[config.mk]
export PLATFORM = sky130hd
export DESIGN_NAME = serial_echo_top
export DESIGN_NICKNAME = d
export VERILOG_FILES = /design/src/hw/serial_echo_pkg.sv /design/src/hw/echo_sequencer.sv /design/src/hw/key_toggle.sv /design/src/hw/serial_echo_top.sv /design/src/hw/serial_rx.sv /design/src/hw/serial_tx.sv
export SDC_FILE = /design/constraint.sdc
export NUM_CORES = 1
export LEC_CHECK = 0
export ABC_AREA = 0
export BUFFER_PORTS_ARGS = -buffer_cell sky130_fd_sc_hd__buf_4
export CAP_MARGIN = 20
export CORE_MARGIN = 1
export CORE_UTILIZATION = 45
export CTS_BUF_LIST = sky130_fd_sc_hd__clkbuf_16
export CTS_CLUSTER_DIAMETER = 40
export CTS_CLUSTER_SIZE = 14
export DETAILED_ROUTE_END_ITERATION = 10
export PLACE_DENSITY = 0.63
export SLEW_MARGIN = 25
export SYNTH_ARGS = -nofsm -noshare
export SYNTH_HDL_FRONTEND = slang
export SYNTH_SLANG_ARGS = --single-unit
[constraint.sdc]
create_clock -name clk27 -period 2.6 [get_ports clk27]
set_clock_uncertainty 0.05 [all_clocks]
set_input_delay 0.39 -clock clk27 [delete_from_list [all_inputs] [get_ports clk27]]
set_output_delay 0.39 -clock clk27 [all_outputs]
set_load 0.03 [all_outputs]
[src/hw/serial_echo_pkg.sv]
// ---------------------------------------------------------------------
// shared definitions for the serial echo unit
// rate constants, ascii character codes, rx and tx structs
// ---------------------------------------------------------------------

package serial_echo_pkg;

	// ------------------------------------------------------------------
	// rates
	// ------------------------------------------------------------------
	// board clock
	localparam int main_clk_hz = 27_000_000;
	// nominal line rate
	localparam int serial_clk_hz = 115_200;
	// sample ticks per bit
	localparam int oversample = 16;
	// clocks per sample tick, rounded to nearest, gives 15
	localparam int tick_cycles = (main_clk_hz + serial_clk_hz * oversample / 2)
		/ (serial_clk_hz * oversample);
	// mid-bit sample tick
	localparam int sample_point = 8;
	// data bits per character
	localparam int char_bits = 8;
	// cycles a new key level must hold
	localparam int debounce_cycles = 1024;

	// ------------------------------------------------------------------
	// ascii codes used by the echo
	// ------------------------------------------------------------------
	localparam logic [char_bits-1:0] ch_space = 8'h20;
	localparam logic [char_bits-1:0] ch_zero = 8'h30;
	localparam logic [char_bits-1:0] ch_cr = 8'h0d;
	localparam logic [char_bits-1:0] ch_nl = 8'h0a;

	// received character, valid is a one-cycle strobe
	typedef struct packed {
		logic valid;
		logic [char_bits-1:0] data;
	} rx_char_t;

	// transmit request, load spends the credit
	typedef struct packed {
		logic load;
		logic [char_bits-1:0] data;
	} tx_req_t;

endpackage

[src/hw/echo_sequencer.sv]
// ---------------------------------------------------------------------
// echo sequencer
// two-entry rx queue with overflow detect, echo fsm,
// credit counter towards the transmitter, status leds
// ---------------------------------------------------------------------

module echo_sequencer (
	input  logic clk27,
	input  logic rst,
	input  serial_echo_pkg::rx_char_t rx_char,
	input  logic frame_err,
	input  logic mode_bin,
	output serial_echo_pkg::tx_req_t tx_req,
	input  logic credit_ret,
	output logic [2:0] led
);
	import serial_echo_pkg::*;

	typedef enum logic [2:0] {
		st_idle,
		st_send_char,
		st_send_space,
		st_send_bits,
		st_send_cr,
		st_send_nl
	} echo_state_t;

	echo_state_t state;

	// ------------------------------------------------------------------
	// rx queue
	// ------------------------------------------------------------------
	logic [char_bits-1:0] q_mem [2];
	logic wr_ptr;
	logic rd_ptr;
	logic [1:0] q_count;
	logic push_ok;
	logic pop;
	// character being echoed, stays queued until ch_nl is loaded
	logic [char_bits-1:0] head;

	// echo control
	logic mode_q;
	logic [$clog2(char_bits)-1:0] bit_idx;
	logic [1:0] credit_cnt;
	logic has_credit;
	logic send_now;
	logic [char_bits-1:0] send_data;

	// sticky status
	logic overflow;
	logic frame_seen;

	// full queue drops the character
	assign push_ok = rx_char.valid && (q_count != 2'd2);
	assign pop = send_now && (state == st_send_nl);
	assign head = q_mem[rd_ptr];

	always_ff @(posedge clk27) begin
		if (push_ok)
			q_mem[wr_ptr] <= rx_char.data;
	end

	always_ff @(posedge clk27, posedge rst) begin
		if (rst) begin
			wr_ptr <= 1'b0;
			rd_ptr <= 1'b0;
			q_count <= '0;
		end else begin
			if (push_ok)
				wr_ptr <= ~wr_ptr;
			if (pop)
				rd_ptr <= ~rd_ptr;
			q_count <= q_count + {1'b0, push_ok} - {1'b0, pop};
		end
	end

	// ------------------------------------------------------------------
	// credit towards serial_tx, one slot
	// ------------------------------------------------------------------
	assign has_credit = (credit_cnt == 2'd1);
	assign send_now = (state != st_idle) && has_credit;

	always_ff @(posedge clk27, posedge rst) begin
		if (rst)
			credit_cnt <= 2'd1;
		else
			credit_cnt <= credit_cnt + {1'b0, credit_ret} - {1'b0, tx_req.load};
	end

	// ------------------------------------------------------------------
	// echo fsm
	// ------------------------------------------------------------------
	always_ff @(posedge clk27, posedge rst) begin
		if (rst) begin
			state <= st_idle;
			mode_q <= 1'b0;
			bit_idx <= '0;
		end else begin
			unique case (state)
				st_idle: begin
					if (q_count != 2'd0) begin
						// mode is frozen for the whole echo
						mode_q <= mode_bin;
						state <= st_send_char;
					end
				end
				st_send_char: begin
					if (send_now)
						state <= mode_q ? st_send_space : st_send_cr;
				end
				st_send_space: begin
					if (send_now) begin
						bit_idx <= $bits(bit_idx)'(char_bits - 1);
						state <= st_send_bits;
					end
				end
				st_send_bits: begin
					// high bit first
					if (send_now) begin
						if (bit_idx == '0)
							state <= st_send_cr;
						else
							bit_idx <= bit_idx - 1'b1;
					end
				end
				st_send_cr: begin
					if (send_now)
						state <= st_send_nl;
				end
				st_send_nl: begin
					if (send_now)
						state <= st_idle;
				end
				default: state <= st_idle;
			endcase
		end
	end

	// byte for the current state
	always_comb begin
		send_data = ch_space;
		unique case (state)
			st_send_char: send_data = head;
			st_send_bits: send_data = ch_zero | {{(char_bits - 1){1'b0}}, head[bit_idx]};
			st_send_cr: send_data = ch_cr;
			st_send_nl: send_data = ch_nl;
			default: send_data = ch_space;
		endcase
	end

	assign tx_req = '{load: send_now, data: send_data};

	// ------------------------------------------------------------------
	// status
	// ------------------------------------------------------------------
	always_ff @(posedge clk27, posedge rst) begin
		if (rst) begin
			overflow <= 1'b0;
			frame_seen <= 1'b0;
		end else begin
			if (rx_char.valid && !push_ok)
				overflow <= 1'b1;
			if (frame_err)
				frame_seen <= 1'b1;
		end
	end

	assign led = {frame_seen, overflow, mode_bin};

endmodule

[src/hw/key_toggle.sv]
// ---------------------------------------------------------------------
// mode key conditioner
// synchronizer, debounce counter, toggle on each press
// ---------------------------------------------------------------------

module key_toggle (
	input  logic clk27,
	input  logic rst,
	input  logic mode_key,
	output logic mode_bin
);
	import serial_echo_pkg::*;

	logic key_meta;
	logic key_sync;
	// key is active low on the board
	logic pressed;
	// level accepted after debounce
	logic key_level;
	logic [$clog2(debounce_cycles)-1:0] db_cnt;
	logic accept;

	// synchronizer, released key reads high
	always_ff @(posedge clk27, posedge rst) begin
		if (rst) begin
			key_meta <= 1'b1;
			key_sync <= 1'b1;
		end else begin
			key_meta <= mode_key;
			key_sync <= key_meta;
		end
	end

	assign pressed = ~key_sync;
	// new level held long enough
	assign accept = (pressed != key_level)
		&& (db_cnt == $bits(db_cnt)'(debounce_cycles - 1));

	always_ff @(posedge clk27, posedge rst) begin
		if (rst) begin
			db_cnt <= '0;
			key_level <= 1'b0;
			mode_bin <= 1'b0;
		end else begin
			// any bounce back to the old level restarts the count
			if (pressed == key_level || accept)
				db_cnt <= '0;
			else
				db_cnt <= db_cnt + 1'b1;
			if (accept) begin
				key_level <= pressed;
				// flip on press only, release is ignored
				if (pressed)
					mode_bin <= ~mode_bin;
			end
		end
	end

endmodule

[src/hw/serial_echo_top.sv]
// ---------------------------------------------------------------------
// serial echo top level
// receiver and key conditioner feed the echo sequencer,
// which drives the transmitter
// ---------------------------------------------------------------------

module serial_echo_top (
	input  logic clk27,
	input  logic rst,
	input  logic serial_rx,
	output logic serial_tx,
	input  logic mode_key,
	output logic [2:0] led
);
	import serial_echo_pkg::*;

	rx_char_t rx_char;
	logic frame_err;
	logic mode_bin;
	// credit link towards the transmitter
	tx_req_t tx_req;
	logic credit_ret;

	serial_rx rx_inst (
		.clk27(clk27),
		.rst(rst),
		.serial_in(serial_rx),
		.rx_char(rx_char),
		.frame_err(frame_err)
	);

	key_toggle key_inst (
		.clk27(clk27),
		.rst(rst),
		.mode_key(mode_key),
		.mode_bin(mode_bin)
	);

	echo_sequencer seq_inst (
		.clk27(clk27),
		.rst(rst),
		.rx_char(rx_char),
		.frame_err(frame_err),
		.mode_bin(mode_bin),
		.tx_req(tx_req),
		.credit_ret(credit_ret),
		.led(led)
	);

	serial_tx tx_inst (
		.clk27(clk27),
		.rst(rst),
		.tx_req(tx_req),
		.credit_ret(credit_ret),
		.serial_out(serial_tx)
	);

endmodule

[src/hw/serial_rx.sv]
// ---------------------------------------------------------------------
// oversampling asynchronous receiver
// 8 data bits low bit first, one stop bit, no parity
// start bit confirmation and stop bit framing check
// ---------------------------------------------------------------------

module serial_rx (
	input  logic clk27,
	input  logic rst,
	input  logic serial_in,
	output serial_echo_pkg::rx_char_t rx_char,
	output logic frame_err
);
	import serial_echo_pkg::*;

	typedef enum logic [1:0] {
		rx_idle,
		rx_start,
		rx_data,
		rx_stop
	} rx_state_t;

	rx_state_t state;

	// line synchronizer
	logic line_meta;
	logic line_sync;

	// tick divider and position inside the bit
	logic [$clog2(tick_cycles)-1:0] div_cnt;
	logic [$clog2(oversample)-1:0] tick_cnt;
	logic tick;
	logic sample;

	logic [$clog2(char_bits)-1:0] bit_cnt;
	logic [char_bits-1:0] shift_data;
	logic char_valid;

	// ------------------------------------------------------------------
	// two flop synchronizer, idle line is high
	// ------------------------------------------------------------------
	always_ff @(posedge clk27, posedge rst) begin
		if (rst) begin
			line_meta <= 1'b1;
			line_sync <= 1'b1;
		end else begin
			line_meta <= serial_in;
			line_sync <= line_meta;
		end
	end

	// ------------------------------------------------------------------
	// sample timing
	// ------------------------------------------------------------------
	assign tick = (div_cnt == $bits(div_cnt)'(tick_cycles - 1));
	// centre of the bit, half a bit after the start edge
	assign sample = tick && (tick_cnt == $bits(tick_cnt)'(sample_point - 1));

	always_ff @(posedge clk27, posedge rst) begin
		if (rst) begin
			div_cnt <= '0;
			tick_cnt <= '0;
		end else if (state == rx_idle) begin
			// held at zero so a frame starts aligned to its edge
			div_cnt <= '0;
			tick_cnt <= '0;
		end else begin
			div_cnt <= tick ? '0 : div_cnt + 1'b1;
			// wraps every oversample ticks, i.e. once per bit
			if (tick)
				tick_cnt <= tick_cnt + 1'b1;
		end
	end

	// ------------------------------------------------------------------
	// frame fsm
	// ------------------------------------------------------------------
	always_ff @(posedge clk27, posedge rst) begin
		if (rst) begin
			state <= rx_idle;
			bit_cnt <= '0;
			char_valid <= 1'b0;
			frame_err <= 1'b0;
		end else begin
			// strobes by default
			char_valid <= 1'b0;
			frame_err <= 1'b0;
			unique case (state)
				rx_idle: begin
					if (!line_sync)
						state <= rx_start;
				end
				rx_start: begin
					if (sample) begin
						// line high again at mid start bit, just a glitch
						if (line_sync) begin
							state <= rx_idle;
						end else begin
							bit_cnt <= '0;
							state <= rx_data;
						end
					end
				end
				rx_data: begin
					if (sample) begin
						if (bit_cnt == $bits(bit_cnt)'(char_bits - 1))
							state <= rx_stop;
						bit_cnt <= bit_cnt + 1'b1;
					end
				end
				rx_stop: begin
					if (sample) begin
						// bad stop bit, character is thrown away
						char_valid <= line_sync;
						frame_err <= !line_sync;
						state <= rx_idle;
					end
				end
				default: state <= rx_idle;
			endcase
		end
	end

	// data shifter, low bit arrives first
	always_ff @(posedge clk27) begin
		if (state == rx_data && sample)
			shift_data <= {line_sync, shift_data[char_bits-1:1]};
	end

	assign rx_char = '{valid: char_valid, data: shift_data};

endmodule

[src/hw/serial_tx.sv]
// ---------------------------------------------------------------------
// serial transmitter
// one-byte slot in front of a 10-bit shifter, credit return
// when the slot moves into the shifter
// ---------------------------------------------------------------------

module serial_tx (
	input  logic clk27,
	input  logic rst,
	input  serial_echo_pkg::tx_req_t tx_req,
	output logic credit_ret,
	output logic serial_out
);
	import serial_echo_pkg::*;

	// buffer slot
	logic slot_full;
	logic [char_bits-1:0] slot_data;

	// stop, data, start; bit 0 drives the line
	logic [char_bits+1:0] shifter;
	logic busy;

	logic [$clog2(tick_cycles)-1:0] div_cnt;
	logic [$clog2(oversample)-1:0] tick_cnt;
	logic [$clog2(char_bits + 2)-1:0] bit_cnt;
	logic tick;
	logic bit_end;
	logic start_shift;

	assign tick = (div_cnt == $bits(div_cnt)'(tick_cycles - 1));
	assign bit_end = tick && (tick_cnt == $bits(tick_cnt)'(oversample - 1));
	assign start_shift = !busy && slot_full;

	// ------------------------------------------------------------------
	// slot
	// ------------------------------------------------------------------
	always_ff @(posedge clk27) begin
		if (tx_req.load)
			slot_data <= tx_req.data;
	end

	always_ff @(posedge clk27, posedge rst) begin
		if (rst)
			slot_full <= 1'b0;
		else if (tx_req.load)
			slot_full <= 1'b1;
		else if (start_shift)
			slot_full <= 1'b0;
	end

	// ------------------------------------------------------------------
	// shifter and bit timing
	// ------------------------------------------------------------------
	always_ff @(posedge clk27, posedge rst) begin
		if (rst) begin
			// all ones keeps the line at idle level
			shifter <= '1;
			busy <= 1'b0;
			div_cnt <= '0;
			tick_cnt <= '0;
			bit_cnt <= '0;
			credit_ret <= 1'b0;
		end else begin
			// slot is free again, give the credit back
			credit_ret <= start_shift;
			if (start_shift) begin
				shifter <= {1'b1, slot_data, 1'b0};
				busy <= 1'b1;
				div_cnt <= '0;
				tick_cnt <= '0;
				bit_cnt <= '0;
			end else if (busy) begin
				div_cnt <= tick ? '0 : div_cnt + 1'b1;
				if (tick)
					tick_cnt <= tick_cnt + 1'b1;
				if (bit_end) begin
					// fill with ones, line rests high after the stop bit
					shifter <= {1'b1, shifter[char_bits+1:1]};
					bit_cnt <= bit_cnt + 1'b1;
					if (bit_cnt == $bits(bit_cnt)'(char_bits + 1))
						busy <= 1'b0;
				end
			end
		end
	end

	assign serial_out = shifter[0];

endmodule

======== After elaboration in Yosys (flattened, before gate mapping) ========
Memories as Yosys holds them, arrays and structs flattened.
Cells that the tools add are included.
word-level totals
  input bits .............................. 4
  bits in registers ....................... 87
  output and inout port bits .............. 4
  word-level logic and storage cells ...... 171
  memories kept ........................... 1
  memory bits (writable) .................. 16
memory list
  name            words  width  read ports  clocked after Yosys merged registers in  wr ports  line                  text
  seq_inst.q_mem  2      8      1           0                                        1         echo_sequencer.sv:33  logic [char_bits-1:0] q_mem [2];
operators by class
  eq/ne operators ......................... 33
  mux-type cells .......................... 56
  reductions and logical operators ........ 33
  $add $sub $neg .......................... 12
  $lt $le $gt $ge ......................... 1
  bitwise operators ....................... 4
operators with widths
  operator                                              count
  2-to-1 mux 4 bit                                      13
  2-to-1 mux 3 bit                                      14
  2-to-1 mux 10 bit                                     4
  one-hot mux 8 bit (4 select lines)                    1
  != test 2 x 1 -> 1 bit (second input constant)        11
  adder 4 x 1 -> 4 bit (second input constant)          5
  one-hot mux 3 bit (6 select lines)                    1
  equality test 4 bit (second input constant)           4
  nonzero test 2 bit                                    8
  2-to-1 mux 1 bit                                      13
  2-to-1 mux 2 bit                                      6
  one-hot mux 3 bit (2 select lines)                    2
  adder 10 x 1 -> 10 bit (second input constant)        1
  equality test 10 bit (second input constant)          1
  equality test 3 bit (second input constant)           3
  logical AND 1 bit                                     9
  != test 2 bit (second input constant)                 4
  one-hot mux 2 bit (4 select lines)                    1
  AND reduction 2 bit                                   4
  AND reduction 4 bit                                   2
  AND reduction 7 bit                                   1
  equality test 3 x 2 -> 1 bit (second input constant)  2
  zero test 3 bit                                       2
  AND reduction 5 bit                                   1
  other kinds (17)                                      26

======== Logic depth before layout (Yosys ltp) ========
  depth after elaboration ................. 5
  depth in mapped cells ................... 9
  mapped depth without buffers ............ 8

======== Hierarchy ========
From an unflattened synthesis, not the netlist that was laid out.
unflattened totals
  cells, all modules ...................... 410
  area total of the unflattened synthesis .. 4799.6 µm²
modules (own cells, without submodules)
  module          seq. area each (µm²)  area an instance (µm²)  cells an instance  instances
  echo_sequencer  857.1                 1624.1                  138                1
  serial_tx       852.1                 1433.9                  130                1
  serial_rx       668.1                 1072.3                  82                 1
  key_toggle      352.8                 669.4                   60                 1

======== Worst setup path before layout ========
No wires, ideal clock.
  kind .................................... reg-to-reg
  start point ............................. reg seq_inst.credit_cnt[0]
  end point ............................... reg seq_inst.credit_cnt[1]
  path slack .............................. 762 ps
  data arrival time ....................... 1665 ps
  path buffers ............................ 0
  setup time .............................. 123 ps
  stages on the path, launching flop included .. 6
  required time ........................... 2427 ps
  period minus slack after synthesis ...... 1838 ps
  cell sequence ........................... dfstp_2 -> nand2b_1 -> nor2_1 -> xnor2_1 -> ha_1 -> xnor2_1
between the ends
  cells in the longest elaborated chain, start to end .. 3
  elaborated cells on any way between the ends .. 4
  classes of those cells .................. add/sub: 2; eq/ne: 1; reduce/logical: 1
ends and longest elaborated chain
  what                          line                  text
  from (decl)                   echo_sequencer.sv:45  logic [1:0] credit_cnt;
  from (signal assigned)        echo_sequencer.sv:88  credit_cnt <= credit_cnt + {1'b0, credit_ret} - {1'b0, tx_req.load};
  equality test 2 x 1 -> 1 bit  echo_sequencer.sv:81  assign has_credit = (credit_cnt == 2'd1);
  logical AND 1 bit             echo_sequencer.sv:82  assign send_now = (state != st_idle) && has_credit;
  net seq_inst.send_now         echo_sequencer.sv:47  logic send_now;
  subtractor 2 x 1 -> 2 bit     echo_sequencer.sv:88
The timed path passes the listed nets, and every way through them passes these cells.
A chain may end at the register's enable or synchronous reset.

======== Worst setup path after layout ========
  start point ............................. reg seq_inst.state[1]
  end point ............................... reg seq_inst.q_count[1]
between the ends
  cells in the longest elaborated chain, start to end .. 4
  elaborated cells on any way between the ends .. 5
  classes of those cells .................. add/sub: 1; eq/ne: 1; reduce/logical: 3
ends and longest elaborated chain
  what                         line                   text
  from (decl)                  echo_sequencer.sv:28   echo_state_t state;
  from (signal assigned)       echo_sequencer.sv:96   state <= st_idle;
  from (signal assigned)       echo_sequencer.sv:105  state <= st_send_char;
  from (signal assigned)       echo_sequencer.sv:110  state <= mode_q ? st_send_space : st_send_cr;
  nonzero test 3 bit           echo_sequencer.sv:82
  logical AND 1 bit            echo_sequencer.sv:82
  logical AND 1 bit *          echo_sequencer.sv:56   assign pop = send_now && (state == st_send_nl);
  net seq_inst.pop             echo_sequencer.sv:38   logic pop;
  subtractor 2 x 1 -> 2 bit *  echo_sequencer.sv:74   q_count <= q_count + {1'b0, push_ok} - {1'b0, pop};
  to (signal assigned)         echo_sequencer.sv:74
  to (decl)                    echo_sequencer.sv:36   logic [1:0] q_count;
The timed path passes the listed nets; every way through them passes the cells marked *.

==> impl_metrics.env <==
export IMPL_synth_seq_cells=102
export IMPL_core_rowCount=36
export IMPL_dieArea_mm2=0.0105
export IMPL_synth_compound_area_frac=0.0890
export IMPL_ios=8
export IMPL_final_period_utilization=0.762
export IMPL_grt_pass1_vias=2748
export IMPL_end_kind="register"
export IMPL_yosys_area_share_xor_xnor=0.0406
export IMPL_synth_top_family_by_area="simple AND/OR/NAND/NOR gates"
export IMPL_root_buffer="clkbuf_16"
export IMPL_irDropWorstVdd_mv=0.432
export IMPL_antenna_found_initial=0
export IMPL_area_growth_pct=9.61
export IMPL_power_density_mw_per_mm2=594
export IMPL_start_kind="register"
export IMPL_clock_sinks=102
export IMPL_rrSetupSlack_ps=620
export IMPL_async_flop_share=0.686
export IMPL_portBuffers=7
export IMPL_drive_gt1_frac=0.131
export IMPL_clk_latency_ps=350
export IMPL_worst_pin_slew_ps=703
export IMPL_ant_nets=0
export IMPL_cts_tree="done"
export IMPL_drt_iter0_drc=110
export IMPL_synth_ff_type="dfrtp_1"
export IMPL_routed_wl_mm=7.15
export IMPL_synthSimpleGateAreaFrac=0.135
export IMPL_hold_violations=0
export IMPL_gp_congestion=0.880
export IMPL_cp_required_ps=2830
export IMPL_n_antenna_cell=0
export IMPL_synth_nets=406
export IMPL_synth_yosys_seq_area_share=0.603
export IMPL_dieHeight_um=102
export IMPL_synthMuxAreaShare=0.0525
export IMPL_ys_warn_count=0
export IMPL_stdcell_count=529
export IMPL_layout_nets=411
export IMPL_slew_limit_headroom=0.530
export IMPL_maxCapViolCount=0
export IMPL_setup_tns_ps=0
export IMPL_grt_overflow=0
export IMPL_synth_edf_count=32
export IMPL_period_minus_slack_ps=1980
export IMPL_min_path_type="in2async"
export IMPL_r2r_start="seq_inst.state[1]"
export IMPL_num_vias=2744
export IMPL_timing_fmax_mhz=505
export IMPL_cts_buffer_depth=2
export IMPL_rsz0062_at_grt="no"
export IMPL_hpwl_mm=4.77
export IMPL_holdWs_ps=73.1
export IMPL_worstSetupPathType="reg2reg"
export IMPL_synth_avg_cell_area_um2=11.7
export IMPL_cts_buffers=9
export IMPL_dp_cells=513
export IMPL_setup_viol=0
export IMPL_dr_pass1_iters=4
export IMPL_cts_setup_buffers=0
export IMPL_wl_per_cell_um=13.5
export IMPL_die_w_um=102
export IMPL_yosys_area_share_adder=0.0442
export IMPL_grt_max_degree=71
export IMPL_core_mm2=0.00977
export IMPL_syn_inst=386
export IMPL_ys_types=50
export IMPL_track_usage=0.157
export IMPL_ctsResizeCount=0
export IMPL_crit_path_max_fanout=11
export IMPL_htreeDepth=3
export IMPL_grt_pass1_wl_mm=12.4
export IMPL_status="completed"
export IMPL_drc=0
export IMPL_worst_endpoint_arrival_ps=2210
export IMPL_finalMaxSlewViolations=0
export IMPL_clk_pin_slew_ps=80
export IMPL_vias_per_cell=5.19
export IMPL_syn_area_mm2=0.00453
export IMPL_cts_hold_buffers=0
export IMPL_p_leak_uw=0.00212
export IMPL_critPathLaunch="seq_inst.state[1]"
export IMPL_initial_core_util=0.463
-- final timing paths --
| path | to | cells past startpoint |
|---|---|---|
| max in group asynchronous | tx_inst.shifter[3] | 3 |
| min | seq_inst.q_count[1] | 3 |
| min reg2reg | key_inst.key_sync | 0 |
| max | seq_inst.q_count[1] | 8 |
| min in group clk27 | rx_inst.line_meta | 1 |
| max reg2reg | seq_inst.q_count[1] | 8 |
-- cells in the mapped netlist, drive strengths merged (3+ instances only) --
master   n  area [µm²]
buf     10        71.3
ha      16         200
or2      3        18.8
a21oi   21         105
clkbuf   6        22.5
dfrtp   56        1400
edfxtp  32         961
xnor2   13         114
mux2i   17         170
nand2b   5        31.3
nor2b    3        18.8
a22o     4        35.0
inv     19        71.3
o21ai   19        95.1
mux2     4        45.0
nand2   32         120
dfstp   14         368
a21o     5        37.5
nand3   12        60.1
xor2     8        70.1
nor2    37         139
and3     5        31.3
or3      3        18.8
nor3    10        50.1
nand4    7        50.1
-- worst max-delay path, stage by stage, from the launching register on --
cell	delay, ps
dfrtp_1	500
inv_1	230
nand2_1	100
nor3_1	280
ha_1	290
inv_1	60
ha_1	150
xnor2_1	130
xnor2_1	130
-- sequential cells by signal (all words and copies together) (netlist names), 2 cells and up, named ones only --
register and cells:
seq_inst.state 3, tx_inst.shifter 9, rx_inst.bit_cnt 3, seq_inst.q_count 2
seq_inst.bit_idx 3, tx_inst.bit_cnt 4, tx_inst.slot_data 8, rx_inst.tick_cnt 4
key_inst.db_cnt 10, tx_inst.div_cnt 4, rx_inst.shift_data 8, seq_inst.credit_cnt 2
rx_inst.div_cnt 4, seq_inst.q_mem 16, tx_inst.tick_cnt 4
-- power by group --
part	internal, µW	switching [µW]	total [µW]
clock network	651	597	1250
logic	11.0	27.4	38.5
registers	1660	5.59	1660
-- cells in the final DEF, fill, tap and decap left out, types with 2 or more instances in the layout --
master,n
or3_1,3
nand2b_1,5
mux2i_1,17
nor2_1,37
nor3_1,10
nand3_1,12
inv_1,19
buf_4,9
clkinv_4,3
a2bb2oi_1,2
and3_1,5
xor2_1,8
nand4_1,6
nand2_1,32
or2_2,3
a21oi_1,21
a22o_1,4
nor2b_1,3
a21o_1,5
dfstp_2,14
nand3b_1,2
o21ai_0,19
dfrtp_1,56
ha_1,16
mux2_2,4
clkbuf_16,9
edfxtp_1,32
and2_1,2
xnor2_1,13
o221a_2,2
-- metal layers --
layer	global-route usage	routed length [µm]	up-vias
li1	-	-	1357
met1	0.185	3340	1329
met2	0.259	3370	43
met3	0.0472	258	15
met4	0.0868	178	0
met5	0	0	-
-- cells by family after synthesis --
family,count (synthesis)
multiplexers,22
AND/OR/NAND/NOR,126
AO/OA/AOI/OAI,64
buffers and inverters,35
XOR/XNOR,21
flip-flops,102
adder cells (fa/ha/maj),16
-- stage by stage --
stage	setup slack, ps	utilization	total power (µW)	area (µm²)
final	618	0.508	2950	4960
after global routing	349	0.508	3060	4960
after CTS	604	0.508	3000	4960
after detailed placement	617	0.480	1740	4690
after global placement	668	0.480	1730	4690
after floorplan	415	-	1720	4530
-- cell type report --
class | count | area, µm²
repair buffers | 10 | 87.6
multi-input cells | 249 | 1630
well taps | 133 | 166
fillers | 863 | 4810
clock buffers | 9 | 225
flip-flops and latches | 102 | 2730
clock inverters | 7 | 50.0
inverters | 19 | 71.3
No activity file was read; power rests on OpenSTA's default activity.
